`src/include/md_macros.svh`:
```
// Multiply/divide unit sizing macros
// Word width, half-word width and the division step count

`ifndef MD_MACROS_SVH
`define MD_MACROS_SVH

// Operand and result width
`define MD_XLEN 32

// Partial product operand width
`define MD_HALF 16

// One restoring step per quotient bit
`define MD_DIV_STEPS 32

// Wide enough to index every dividend bit
`define MD_CNT_W 5

`endif

```
`src/hw/md_pkg.sv`:
```
// Multiply/divide unit types
// Word, half-word and counter types plus the operation and FSM encodings

`include "md_macros.svh"

package md_pkg;

  typedef logic [`MD_XLEN-1:0]  md_word_t;
  typedef logic [`MD_HALF-1:0]  md_half_t;
  // Two extra bits keep sign and carry of the running sum
  typedef logic [`MD_XLEN+1:0]  md_acc_t;
  typedef logic [`MD_CNT_W-1:0] md_cnt_t;
  // Bit 0 marks operand a as signed, bit 1 operand b
  typedef logic [1:0]           md_sign_t;

  typedef enum logic [1:0] {
    MD_OP_MULL,
    MD_OP_MULH,
    MD_OP_DIV,
    MD_OP_REM
  } md_op_e;

  // Named after the operand halves multiplied in each step
  typedef enum logic [1:0] {
    ALBL,
    ALBH,
    AHBL,
    AHBH
  } md_mult_state_e;

  typedef enum logic [2:0] {
    DIV_IDLE,
    DIV_ABS_A,
    DIV_ABS_B,
    DIV_COMP,
    DIV_LAST,
    DIV_SIGN,
    DIV_ZERO
  } md_div_state_e;

endpackage

```
`src/hw/md_decode.sv`:
```
// Multiply/divide request decode
// Captures an accepted request and launches the multiplier or the divider

`timescale 1ns/10ps

module md_decode (
  input  logic             clk_i,
  input  logic             rst_ni,
  input  logic             start_i,
  input  logic             busy_i,
  input  md_pkg::md_op_e   op_i,
  input  md_pkg::md_sign_t sign_mode_i,
  input  md_pkg::md_word_t op_a_i,
  input  md_pkg::md_word_t op_b_i,
  output md_pkg::md_op_e   op_o,
  output md_pkg::md_sign_t sign_mode_o,
  output md_pkg::md_word_t op_a_o,
  output md_pkg::md_word_t op_b_o,
  output logic             mult_go_o,
  output logic             div_go_o
);

  import md_pkg::*;

  logic     accept;
  logic     is_div;
  logic     mult_go_q;
  logic     div_go_q;
  md_op_e   op_q;
  md_sign_t sign_mode_q;
  md_word_t op_a_q;
  md_word_t op_b_q;

  // Requests arriving while busy are dropped
  assign accept = start_i & ~busy_i;
  assign is_div = (op_i == MD_OP_DIV) || (op_i == MD_OP_REM);

  always_ff @(posedge clk_i or negedge rst_ni) begin
    if (!rst_ni) begin
      mult_go_q <= 1'b0;
      div_go_q  <= 1'b0;
    end else begin
      mult_go_q <= accept & ~is_div;
      div_go_q  <= accept & is_div;
    end
  end

  // Held stable for the whole operation
  always_ff @(posedge clk_i) begin
    if (accept) begin
      op_q        <= op_i;
      sign_mode_q <= sign_mode_i;
      op_a_q      <= op_a_i;
      op_b_q      <= op_b_i;
    end
  end

  assign op_o        = op_q;
  assign sign_mode_o = sign_mode_q;
  assign op_a_o      = op_a_q;
  assign op_b_o      = op_b_q;
  assign mult_go_o   = mult_go_q;
  assign div_go_o    = div_go_q;

endmodule

```
`src/hw/md_mult.sv`:
```
// Fast multiplier
// One 17x17 signed multiply-accumulate stepped over the four half-word
// partial products, three steps for MUL and four for MULH

`timescale 1ns/10ps

`include "md_macros.svh"

module md_mult (
  input  logic             clk_i,
  input  logic             rst_ni,
  input  logic             go_i,
  input  md_pkg::md_op_e   op_i,
  input  md_pkg::md_sign_t sign_mode_i,
  input  md_pkg::md_word_t op_a_i,
  input  md_pkg::md_word_t op_b_i,
  output logic             done_o,
  output md_pkg::md_word_t result_o
);

  import md_pkg::*;

  md_mult_state_e state_q, state_d;
  md_half_t       mult_op_a;
  md_half_t       mult_op_b;
  logic           sign_a;
  logic           sign_b;
  logic           signed_mult;
  md_acc_t        accum;
  md_acc_t        mac_res;
  md_acc_t        acc_q, acc_d;
  logic           active_q;
  logic           done_q;
  logic           last_step;

  assign signed_mult = |sign_mode_i;

  // Top two bits of the 35-bit sum always match, so 34 bits are enough
  assign mac_res = $signed({sign_a, mult_op_a}) * $signed({sign_b, mult_op_b})
                 + $signed(accum);

  always_comb begin
    mult_op_a = op_a_i[`MD_HALF-1:0];
    mult_op_b = op_b_i[`MD_HALF-1:0];
    sign_a    = 1'b0;
    sign_b    = 1'b0;
    accum     = '0;
    acc_d     = mac_res;
    state_d   = state_q;
    last_step = 1'b0;

    unique case (state_q)
      ALBL: begin
        state_d = ALBH;
      end
      ALBH: begin
        mult_op_b = op_b_i[`MD_XLEN-1:`MD_HALF];
        sign_b    = sign_mode_i[1] & op_b_i[`MD_XLEN-1];
        // al*bl is unsigned with no carry out
        accum     = {{(`MD_HALF+2){1'b0}}, acc_q[`MD_XLEN-1:`MD_HALF]};
        if (op_i == MD_OP_MULL) begin
          acc_d = {2'b00, mac_res[`MD_HALF-1:0], acc_q[`MD_HALF-1:0]};
        end
        state_d = AHBL;
      end
      AHBL: begin
        mult_op_a = op_a_i[`MD_XLEN-1:`MD_HALF];
        sign_a    = sign_mode_i[0] & op_a_i[`MD_XLEN-1];
        if (op_i == MD_OP_MULL) begin
          accum     = {{(`MD_HALF+2){1'b0}}, acc_q[`MD_XLEN-1:`MD_HALF]};
          acc_d     = {2'b00, mac_res[`MD_HALF-1:0], acc_q[`MD_HALF-1:0]};
          last_step = 1'b1;
          state_d   = ALBL;
        end else begin
          accum   = acc_q;
          state_d = AHBH;
        end
      end
      AHBH: begin
        mult_op_a = op_a_i[`MD_XLEN-1:`MD_HALF];
        mult_op_b = op_b_i[`MD_XLEN-1:`MD_HALF];
        sign_a    = sign_mode_i[0] & op_a_i[`MD_XLEN-1];
        sign_b    = sign_mode_i[1] & op_b_i[`MD_XLEN-1];
        // Middle sum is unsigned only when both operands are
        accum     = {{`MD_HALF{signed_mult & acc_q[`MD_XLEN+1]}},
                     acc_q[`MD_XLEN+1:`MD_HALF]};
        last_step = 1'b1;
        state_d   = ALBL;
      end
      default: begin
        state_d = ALBL;
      end
    endcase
  end

  always_ff @(posedge clk_i or negedge rst_ni) begin
    if (!rst_ni) begin
      state_q  <= ALBL;
      active_q <= 1'b0;
      done_q   <= 1'b0;
    end else begin
      done_q <= active_q & last_step;
      if (go_i) begin
        active_q <= 1'b1;
      end else if (active_q & last_step) begin
        active_q <= 1'b0;
      end
      if (active_q) begin
        state_q <= state_d;
      end
    end
  end

  always_ff @(posedge clk_i) begin
    if (active_q) begin
      acc_q <= acc_d;
    end
  end

  assign done_o   = done_q;
  assign result_o = acc_q[`MD_XLEN-1:0];

endmodule

```
`src/hw/md_div.sv`:
```
// Long divider
// Restoring division on absolute values with a final sign fix-up,
// a zero divisor skips straight to the architectural result

`timescale 1ns/10ps

`include "md_macros.svh"

module md_div (
  input  logic             clk_i,
  input  logic             rst_ni,
  input  logic             go_i,
  input  md_pkg::md_op_e   op_i,
  input  md_pkg::md_sign_t sign_mode_i,
  input  md_pkg::md_word_t op_a_i,
  input  md_pkg::md_word_t op_b_i,
  output logic             done_o,
  output md_pkg::md_word_t result_o
);

  import md_pkg::*;

  md_div_state_e     state_q, state_d;
  md_cnt_t           cnt_q, cnt_d;
  md_word_t          numer_q, numer_d;
  md_word_t          denom_q, denom_d;
  md_word_t          quot_q, quot_d;
  md_word_t          rem_q, rem_d;
  md_word_t          res_q, res_d;
  logic              done_q, done_d;
  logic [`MD_XLEN:0] sub_a;
  logic [`MD_XLEN:0] sub_b;
  logic [`MD_XLEN:0] sub_res;
  logic [`MD_XLEN:0] rem_shift;
  logic              ge;
  md_word_t          one_shift;
  md_word_t          next_quot;
  md_word_t          next_rem;
  md_word_t          sign_val;
  logic              sign_a;
  logic              sign_b;
  logic              is_div;
  logic              negate;

  assign sign_a = sign_mode_i[0] & op_a_i[`MD_XLEN-1];
  assign sign_b = sign_mode_i[1] & op_b_i[`MD_XLEN-1];
  assign is_div = (op_i == MD_OP_DIV);

  // Private subtractor, shared by abs, compare and sign steps
  assign sub_res = sub_a - sub_b;

  // Partial remainder stays below the divisor, so the shifted value minus
  // the divisor always fits in 33 signed bits
  assign rem_shift = {rem_q, numer_q[cnt_q]};
  assign ge        = ~sub_res[`MD_XLEN];
  assign one_shift = md_word_t'(1) << cnt_q;
  assign next_quot = ge ? (quot_q | one_shift) : quot_q;
  assign next_rem  = ge ? sub_res[`MD_XLEN-1:0] : rem_shift[`MD_XLEN-1:0];

  // Remainder follows the dividend sign
  assign sign_val = is_div ? quot_q : rem_q;
  assign negate   = is_div ? (sign_a ^ sign_b) : sign_a;

  always_comb begin
    state_d = state_q;
    cnt_d   = cnt_q;
    numer_d = numer_q;
    denom_d = denom_q;
    quot_d  = quot_q;
    rem_d   = rem_q;
    res_d   = res_q;
    done_d  = 1'b0;
    sub_a   = '0;
    sub_b   = {1'b0, op_b_i};

    unique case (state_q)
      DIV_IDLE: begin
        if (go_i) begin
          state_d = (op_b_i == '0) ? DIV_ZERO : DIV_ABS_A;
        end
      end
      DIV_ABS_A: begin
        sub_b   = {1'b0, op_a_i};
        numer_d = sign_a ? sub_res[`MD_XLEN-1:0] : op_a_i;
        state_d = DIV_ABS_B;
      end
      DIV_ABS_B: begin
        denom_d = sign_b ? sub_res[`MD_XLEN-1:0] : op_b_i;
        quot_d  = '0;
        rem_d   = '0;
        cnt_d   = md_cnt_t'(`MD_DIV_STEPS - 1);
        state_d = DIV_COMP;
      end
      DIV_COMP: begin
        sub_a  = rem_shift;
        sub_b  = {1'b0, denom_q};
        rem_d  = next_rem;
        quot_d = next_quot;
        cnt_d  = cnt_q - 1'b1;
        if (cnt_q == md_cnt_t'(1)) begin
          state_d = DIV_LAST;
        end
      end
      DIV_LAST: begin
        // Step for bit 0
        sub_a   = rem_shift;
        sub_b   = {1'b0, denom_q};
        rem_d   = next_rem;
        quot_d  = next_quot;
        state_d = DIV_SIGN;
      end
      DIV_SIGN: begin
        sub_b   = {1'b0, sign_val};
        res_d   = negate ? sub_res[`MD_XLEN-1:0] : sign_val;
        done_d  = 1'b1;
        state_d = DIV_IDLE;
      end
      DIV_ZERO: begin
        res_d   = is_div ? '1 : op_a_i;
        done_d  = 1'b1;
        state_d = DIV_IDLE;
      end
      default: begin
        state_d = DIV_IDLE;
      end
    endcase
  end

  always_ff @(posedge clk_i or negedge rst_ni) begin
    if (!rst_ni) begin
      state_q <= DIV_IDLE;
      cnt_q   <= '0;
      done_q  <= 1'b0;
    end else begin
      state_q <= state_d;
      cnt_q   <= cnt_d;
      done_q  <= done_d;
    end
  end

  always_ff @(posedge clk_i) begin
    numer_q <= numer_d;
    denom_q <= denom_d;
    quot_q  <= quot_d;
    rem_q   <= rem_d;
    res_q   <= res_d;
  end

  assign done_o   = done_q;
  assign result_o = res_q;

endmodule

```
`src/hw/md_result.sv`:
```
// Multiply/divide result stage
// Captures the finishing unit's word, strobes valid and tracks busy

`timescale 1ns/10ps

module md_result (
  input  logic             clk_i,
  input  logic             rst_ni,
  input  logic             accept_i,
  input  logic             mult_done_i,
  input  logic             div_done_i,
  input  md_pkg::md_word_t mult_res_i,
  input  md_pkg::md_word_t div_res_i,
  output logic             valid_o,
  output logic             busy_o,
  output md_pkg::md_word_t result_o
);

  import md_pkg::*;

  logic     valid_q;
  logic     busy_q;
  md_word_t result_q;

  always_ff @(posedge clk_i or negedge rst_ni) begin
    if (!rst_ni) begin
      valid_q  <= 1'b0;
      busy_q   <= 1'b0;
      result_q <= '0;
    end else begin
      valid_q <= mult_done_i | div_done_i;
      if (mult_done_i) begin
        result_q <= mult_res_i;
      end else if (div_done_i) begin
        result_q <= div_res_i;
      end
      // Busy drops together with the valid strobe
      if (accept_i) begin
        busy_q <= 1'b1;
      end else if (valid_q) begin
        busy_q <= 1'b0;
      end
    end
  end

  // Launch cycle already counts as busy
  assign busy_o   = busy_q | accept_i;
  assign valid_o  = valid_q;
  assign result_o = result_q;

endmodule

```
`src/hw/md_top.sv`:
```
// Multiply/divide unit top level
// Decode, fast multiplier, long divider and result stage

`timescale 1ns/10ps

module md_top (
  input  logic             clk_i,
  input  logic             rst_ni,
  input  logic             start_i,
  input  md_pkg::md_op_e   op_i,
  input  md_pkg::md_sign_t sign_mode_i,
  input  md_pkg::md_word_t op_a_i,
  input  md_pkg::md_word_t op_b_i,
  output md_pkg::md_word_t result_o,
  output logic             valid_o,
  output logic             busy_o
);

  import md_pkg::*;

  md_op_e   op;
  md_sign_t sign_mode;
  md_word_t op_a;
  md_word_t op_b;
  logic     mult_go;
  logic     div_go;
  logic     accept;
  logic     mult_done;
  logic     div_done;
  md_word_t mult_res;
  md_word_t div_res;

  assign accept = mult_go | div_go;

  md_decode u_decode (
    .clk_i, .rst_ni, .start_i,
    .busy_i(busy_o), .op_i, .sign_mode_i, .op_a_i, .op_b_i,
    .op_o(op), .sign_mode_o(sign_mode), .op_a_o(op_a), .op_b_o(op_b),
    .mult_go_o(mult_go), .div_go_o(div_go)
  );

  md_mult u_mult (
    .clk_i, .rst_ni, .go_i(mult_go), .op_i(op), .sign_mode_i(sign_mode),
    .op_a_i(op_a), .op_b_i(op_b), .done_o(mult_done), .result_o(mult_res)
  );

  md_div u_div (
    .clk_i, .rst_ni, .go_i(div_go), .op_i(op), .sign_mode_i(sign_mode),
    .op_a_i(op_a), .op_b_i(op_b), .done_o(div_done), .result_o(div_res)
  );

  md_result u_result (
    .clk_i, .rst_ni, .accept_i(accept), .mult_done_i(mult_done),
    .div_done_i(div_done), .mult_res_i(mult_res), .div_res_i(div_res),
    .valid_o, .busy_o, .result_o
  );

endmodule

```
`config.mk`:
```
export PLATFORM = sky130hd
export DESIGN_NAME = md_top
export DESIGN_NICKNAME = d
export VERILOG_FILES = /design/src/hw/md_pkg.sv /design/src/hw/md_decode.sv /design/src/hw/md_mult.sv /design/src/hw/md_div.sv /design/src/hw/md_result.sv /design/src/hw/md_top.sv
export VERILOG_INCLUDE_DIRS = /design/src /design/src/include
export SDC_FILE = /design/constraint.sdc
export NUM_CORES = 2
export LEC_CHECK = 0
export BUFFER_PORTS_ARGS = -buffer_cell sky130_fd_sc_hd__buf_2
export CAP_MARGIN = 10
export CORE_ASPECT_RATIO = 1.2
export CORE_MARGIN = 5
export CORE_UTILIZATION = 40
export CTS_CLUSTER_DIAMETER = 100
export CTS_CLUSTER_SIZE = 40
export DETAILED_ROUTE_END_ITERATION = 6
export PLACE_DENSITY_LB_ADDON = 0.12
export SYNTH_ARGS = -nofsm -noshare
export SYNTH_HDL_FRONTEND = slang
export SYNTH_SLANG_ARGS = --single-unit
```
`constraint.sdc`:
```
create_clock -name clk_i -period 8.21 [get_ports clk_i]
set_input_delay 0.4105 -clock clk_i [delete_from_list [all_inputs] [get_ports clk_i]]
set_output_delay 0.4105 -clock clk_i [all_outputs]
set_load 0.005 [all_outputs]
```
======== After elaboration in Yosys (flattened, before gate mapping) ========
Cells that the tools add are included.
cells by class
  $add $sub $neg .......................... 3
  bitwise operators ....................... 14
  order comparisons ....................... 1
  eq/ne operators ......................... 17
  $mul .................................... 1
  reduce and logical (&&, ||, !) cells .... 20
  multiplexer cells ....................... 39
  shifts and indexed selects .............. 1
operator list
  operator              number
  $mux 32               9
  $pmux 32 s2           3
  $mux 34               3
  $pmux 34 s3           1
  $pmux 32 s3           1
  $add 34x34->34        1
  $mul 17x17->34        1
  $mux 33               1
  $sub 33x32->33        1
  $logic_not 32->1      1
  $mux 16               2
  $or 32x32->32         1
  $shl 1x5->32 const A  1
  $pmux 3 s5            1
  $reduce_bool 2->1     6
  $reduce_or 2->1       6
  $eq 2x2->1 const B    5
  $mux 1                10
  $pmux 5 s2            1
  $eq 3x3->1 const B    3
  $mux 3                3
  $pmux 2 s4            1
  $and 1x1->1           7
  $eq 3x2->1 const B    2
  17 further kinds      25
storage, ports and cells
  bits of input ports ..................... 71
  output and inout bits ................... 34
  logic and storage cells ................. 118
  flip-flop bits (word level) ............. 311

======== Depth between registers and ports, before layout ========
  word-level depth ........................ 7
  gate-level depth with buffers ........... 34
  gate-level depth less buffers ........... 29

======== Modules after synthesis ========
A second synthesis with hierarchy kept.
unflattened totals
  cell total of the unflattened synthesis .. 3182
  area, all modules ....................... 30633.1 um^2
by module, submodules not included
  module     cells an instance  instances  seq. area each (um^2)  area each (um^2)
  md_mult    1666               1          1121.1                 14981.9
  md_div     1297               1          5029.8                 11950.2
  md_decode  73                 1          2092.0                 2114.5
  md_result  145                1          850.8                  1580.3
  md_top     1                  1          0.0                    6.3

======== Least setup slack after synthesis ========
Ideal clock, no wire load.
  kind .................................... register to register
  start point ............................. register u_mult.state_q[0]
  end point ............................... register u_mult.acc_q[32] (data pin)
  period minus slack after synthesis ...... 9114 ps
  stages on the path, launching flop included .. 31
  required time ........................... 7944 ps
  library setup time ...................... 266 ps
  path buffers ............................ 4
  path slack .............................. -904 ps
  arrival time ............................ 8848 ps
  cells stage by stage .................... dfrtp_1 -> clkbuf_1 -> buf_1 -> buf_1 -> inv_1 -> ha_1 -> nor2_1 -> clkbuf_1 -> mux2i_1 -> nor2_1 -> fa_1 -> inv_1 -> fa_1 -> fa_1 -> inv_1 -> fa_1 -> fa_1 -> inv_1 -> fa_1 -> inv_1 -> ha_1 -> a21o_1 -> a21oi_1 -> o22ai_1 -> o31a_1 -> o221a_2 -> and3_1 -> o41ai_1 -> o21ai_0 -> xnor2_1 -> nor2_1
on the way
  cells in the longest elaborated chain, start to end .. 7
  elaborated cells between the ends (all ways) .. 15
  classes of those cells .................. 1 x add/sub; 1 x mul; 3 x eq/ne; 7 x mux; 3 x reduce/logical
ends and longest elaborated chain
  what                                             RTL line                      text
  start, declared                                  md_mult.sv:23                 md_mult_state_e state_q, state_d;
  start signal, assigned                           md_mult.sv:109                state_q <= state_d;
  $eq 2x2->1 / $eq 2x1->1 (equally long branches)  md_mult.sv:52                 unique case (state_q)
  $reduce_or 2->1 (no line)                        --
  $mux 16 / $mux 1 (equally long branches)         --
  $mul 17x17->34                                   md_mult.sv:39                 assign mac_res = $signed({sign_a, mult_op_a}) * $signed({sign_b, mult_op_b})
  $add 34x34->34                                   md_mult.sv:40                 + $signed(accum);
  $mux 34                                          md_mult.sv:61, md_mult.sv:69
  $mux 34 (*)                                      --
  named net u_mult.acc_d[32]                       md_mult.sv:31                 md_acc_t acc_q, acc_d;
  end signal, assigned                             md_mult.sv:116                acc_q <= acc_d;
  end, declared                                    md_mult.sv:31
Mark *: on every way through the listed nets, which the timed path passes. The rest lies on a longest branch. The select of a mux whose other input is x is not followed.
A chain may end at the register's enable or synchronous reset.

======== Final worst setup path ========
  start point ............................. register u_mult.state_q[1]
  end point ............................... register u_mult.acc_q[26] (data pin)
The elaborated chain is that of the path after synthesis.

==> results.ini <==
[outcome]
status = complete, no violations

[layout]
nFillCells = 7136
syn2layout_area_growth_pct = 9.69
regArea_um2 = 9100
multiInputGateArea_um2 = 18200
drive_gt1_frac = 0.108
final_nets = 3664
finalInstanceArea_um2 = 32400

[logic_synthesis]
synth.area.top_cells = edfxtp_1, fa_1, ha_1
synth_seq_cells = 311
async_reset_ff_frac = 0.158
yosysWarnings = 0
yosysSeqAreaShare = 0.308
synthesis.area_um2 = 29500
yosysTopAreaCell = edfxtp_1
synthesis.nets = 3565
synth_edf_count = 262
yosys.area.top_type_share = 0.267
ys.flop_type = edfxtp_1
synthTopCellsByCount = inv_1, nor2_1, fa_1
yosysMostFrequentCell = inv_1
syn_inst = 3011
synth_area_per_cell_um2 = 9.80
ys_types = 72

[sta]
period_minus_slack_ns = 7.86
setup_slack_ns = 0.352
max_freq_mhz = 127
skew_ns = 0.0964
grt_setup_unrepaired = no
setup_tns_ns = 0
hold_viol = 0
finalCritPeriodShare = 0.957
maxSlewHeadroom = 0.256
setup_viol = 0
slew_violations = 0
worst_pin_slew_ns = 1.12

[global_route]
grt_max_degree = 70
grt_usage = 0.267
grt_pass1_vias = 23300
antenna_found_initial = 2
grt_pass1_wl_mm = 157
grt_remaining_overflow = 0

[floorplan]
dieArea_um2 = 79300
initial_core_util = 0.402
design.portCount = 105
core_um2 = 73400
fp.dieW_um = 258
num_rows = 109
dieHeight_um = 308

[critical_path]
cp.arrival_ns = 8.20
crit_chain = ha_1 -> nor2_4 -> buf_12 -> mux2_2 -> nand2_1 -> fa_1 -> fa_1 -> fa_1 -> inv_1 -> fa_1 -> fa_1 -> inv_1 -> fa_1 -> inv_1 -> ha_1 -> a21o_1 -> a21oi_1 -> o22ai_1 -> o31a_1 -> o221a_2 -> a31oi_1 -> o21ai_0 -> nor3b_1 -> or3_1
crit_path_end_kind = flop
max_stage_delay_ns = 0.53
cpMostUsedCell = fa_1
crit_fanout = 37
cp.required_ns = 8.55
startpoint_type = flop
cp_slowest_cell = fa_1
criticalPathCategory = reg2reg

[clock_network]
cts_root_buffer = clkbuf_16
clock_path_buffers = 3
clock-sinks = 311
cts_htree_levels = 1
cts_tree = built
cts_buffers = 18
path_clk_slew_ns = 0.14
insertion_delay_ns = 0.62

[job]
drv_cap = 0

[route]
drcViolationCount = 0
drtAntennaViolNets = 0
wirelength_mm = 107
vias = 22900
via_per_inst = 5.64
drt_pass1_iterations = 5
wl_per_cell_um = 26.4
drtIter0Drc = 2140

[placed_design]
dpl-instance-area_um2 = 31400
portBuffers = 104
gp_congestion = 0.946
dp_hpwl_mm = 86.1
dpl_worst_slack_ns = 0.292

[hold_path]
hp-class = in2reg

cell usage in the layout, fill, tap and decap left out, drive strengths merged, types with 44 or more instances in the layout:
cell type  Yosys  layout
a21oi        191     191
and2          47      47
buf           21     193
dfrtp         49      49
edfxtp       262     262
fa           340     340
ha           143     143
inv          471     478
mux2          68      68
mux2i        112     112
nand2        290     290
nor2         346     346
o21ai        115     115
xnor2         44      44
worst max-delay path, delay by kind of cell (launching register included):
kind	cells	cell delay, ns
fa+ha+maj	8	3.70
compound gates	7	1.61
simple gates	4	0.86
mux	1	0.51
flops	1	0.46
buf+inv	4	0.41
area by class of cell:
cell class,instances,area share
timing repair buffer,218,0.0448
clock inverter,13,0.00762
clock buffer,19,0.0140
inverter,471,0.0546
tap,943,0.0365
multi-input combinational,2090,0.561
sequential,311,0.281
antenna,1,0.0000773
what timing repair did:
| action | CTS | global route |
|---|---|---|
| hold buffers | 25 | 0 |
| setup buffers | 0 | 0 |
| resized for setup | 0 | 4 |
| endpoints found under the hold margin | 74 | 0 |
| endpoints found under the setup margin | 0 | 5 |
cells by family after synthesis:
group                      Yosys count  synth area share
and+or+nand+nor                    826             0.119
buffers and inverters              610            0.0793
AOI/OAI and AO/OA                  518             0.108
adders and majority gates          483             0.291
DFF                                311             0.308
muxes                              190            0.0716
xor gates and xnor gates            73            0.0217
registers in the layout, indices dropped and copies added, names as in the netlist, 2 cells and up:
| register | cells |
|---|---|
| u_mult.state_q | 2 |
| u_mult.acc_q | 34 |
| u_decode.sign_mode_o | 2 |
| u_div.cnt_q | 5 |
| u_div.numer_q | 32 |
| u_decode.op_b_o | 32 |
| u_div.state_q | 3 |
| u_decode.op_a_o | 32 |
| u_div.quot_q | 32 |
| u_result.result_o | 32 |
| u_decode.op_o | 2 |
| u_div.result_o | 32 |
| u_div.denom_q | 32 |
| u_div.rem_q | 32 |
stage by stage:
| stage | hold slack (ns) | util | std cells |
|---|---|---|---|
| floorplan | 0.115 | - | 3011 |
| global placement | 0.460 | 0.428 | 4008 |
| detailed placement | 0.455 | 0.428 | 4008 |
| CTS | 0.0240 | 0.441 | 4065 |
| global route | 0.0151 | 0.441 | 4065 |
| finish | 0.0414 | 0.441 | 4066 |
per-layer routing:
metal | track usage | vias to the layer above | wire length, um
li1 | - | 10200 | -
met1 | 0.329 | 11700 | 40200
met2 | 0.474 | 902 | 54600
met3 | 0.0231 | 218 | 5950
met4 | 0.129 | 0 | 6450
met5 | 0 | - | 0
final timing paths:
check | slack, ns | cells after the start | startpoint | endpoint
max | 0.35 | 24 | u_mult.state_q[1] | u_mult.acc_q[26]
min | 0.04 | 1 | op_b_i[22] | u_decode.op_b_o[22]
max reg2reg | 0.35 | 24 | u_mult.state_q[1] | u_mult.acc_q[26]
min reg2reg | 0.47 | 1 | u_result.valid_o | u_result.busy_q
max in group asynchronous | 7.24 | 3 | rst_ni | u_div.done_o
min in group asynchronous | 0.45 | 3 | rst_ni | u_decode.mult_go_o
Power is not shown: default switching activity piles up to over one toggle a cycle in this logic, so the estimate is an artifact.
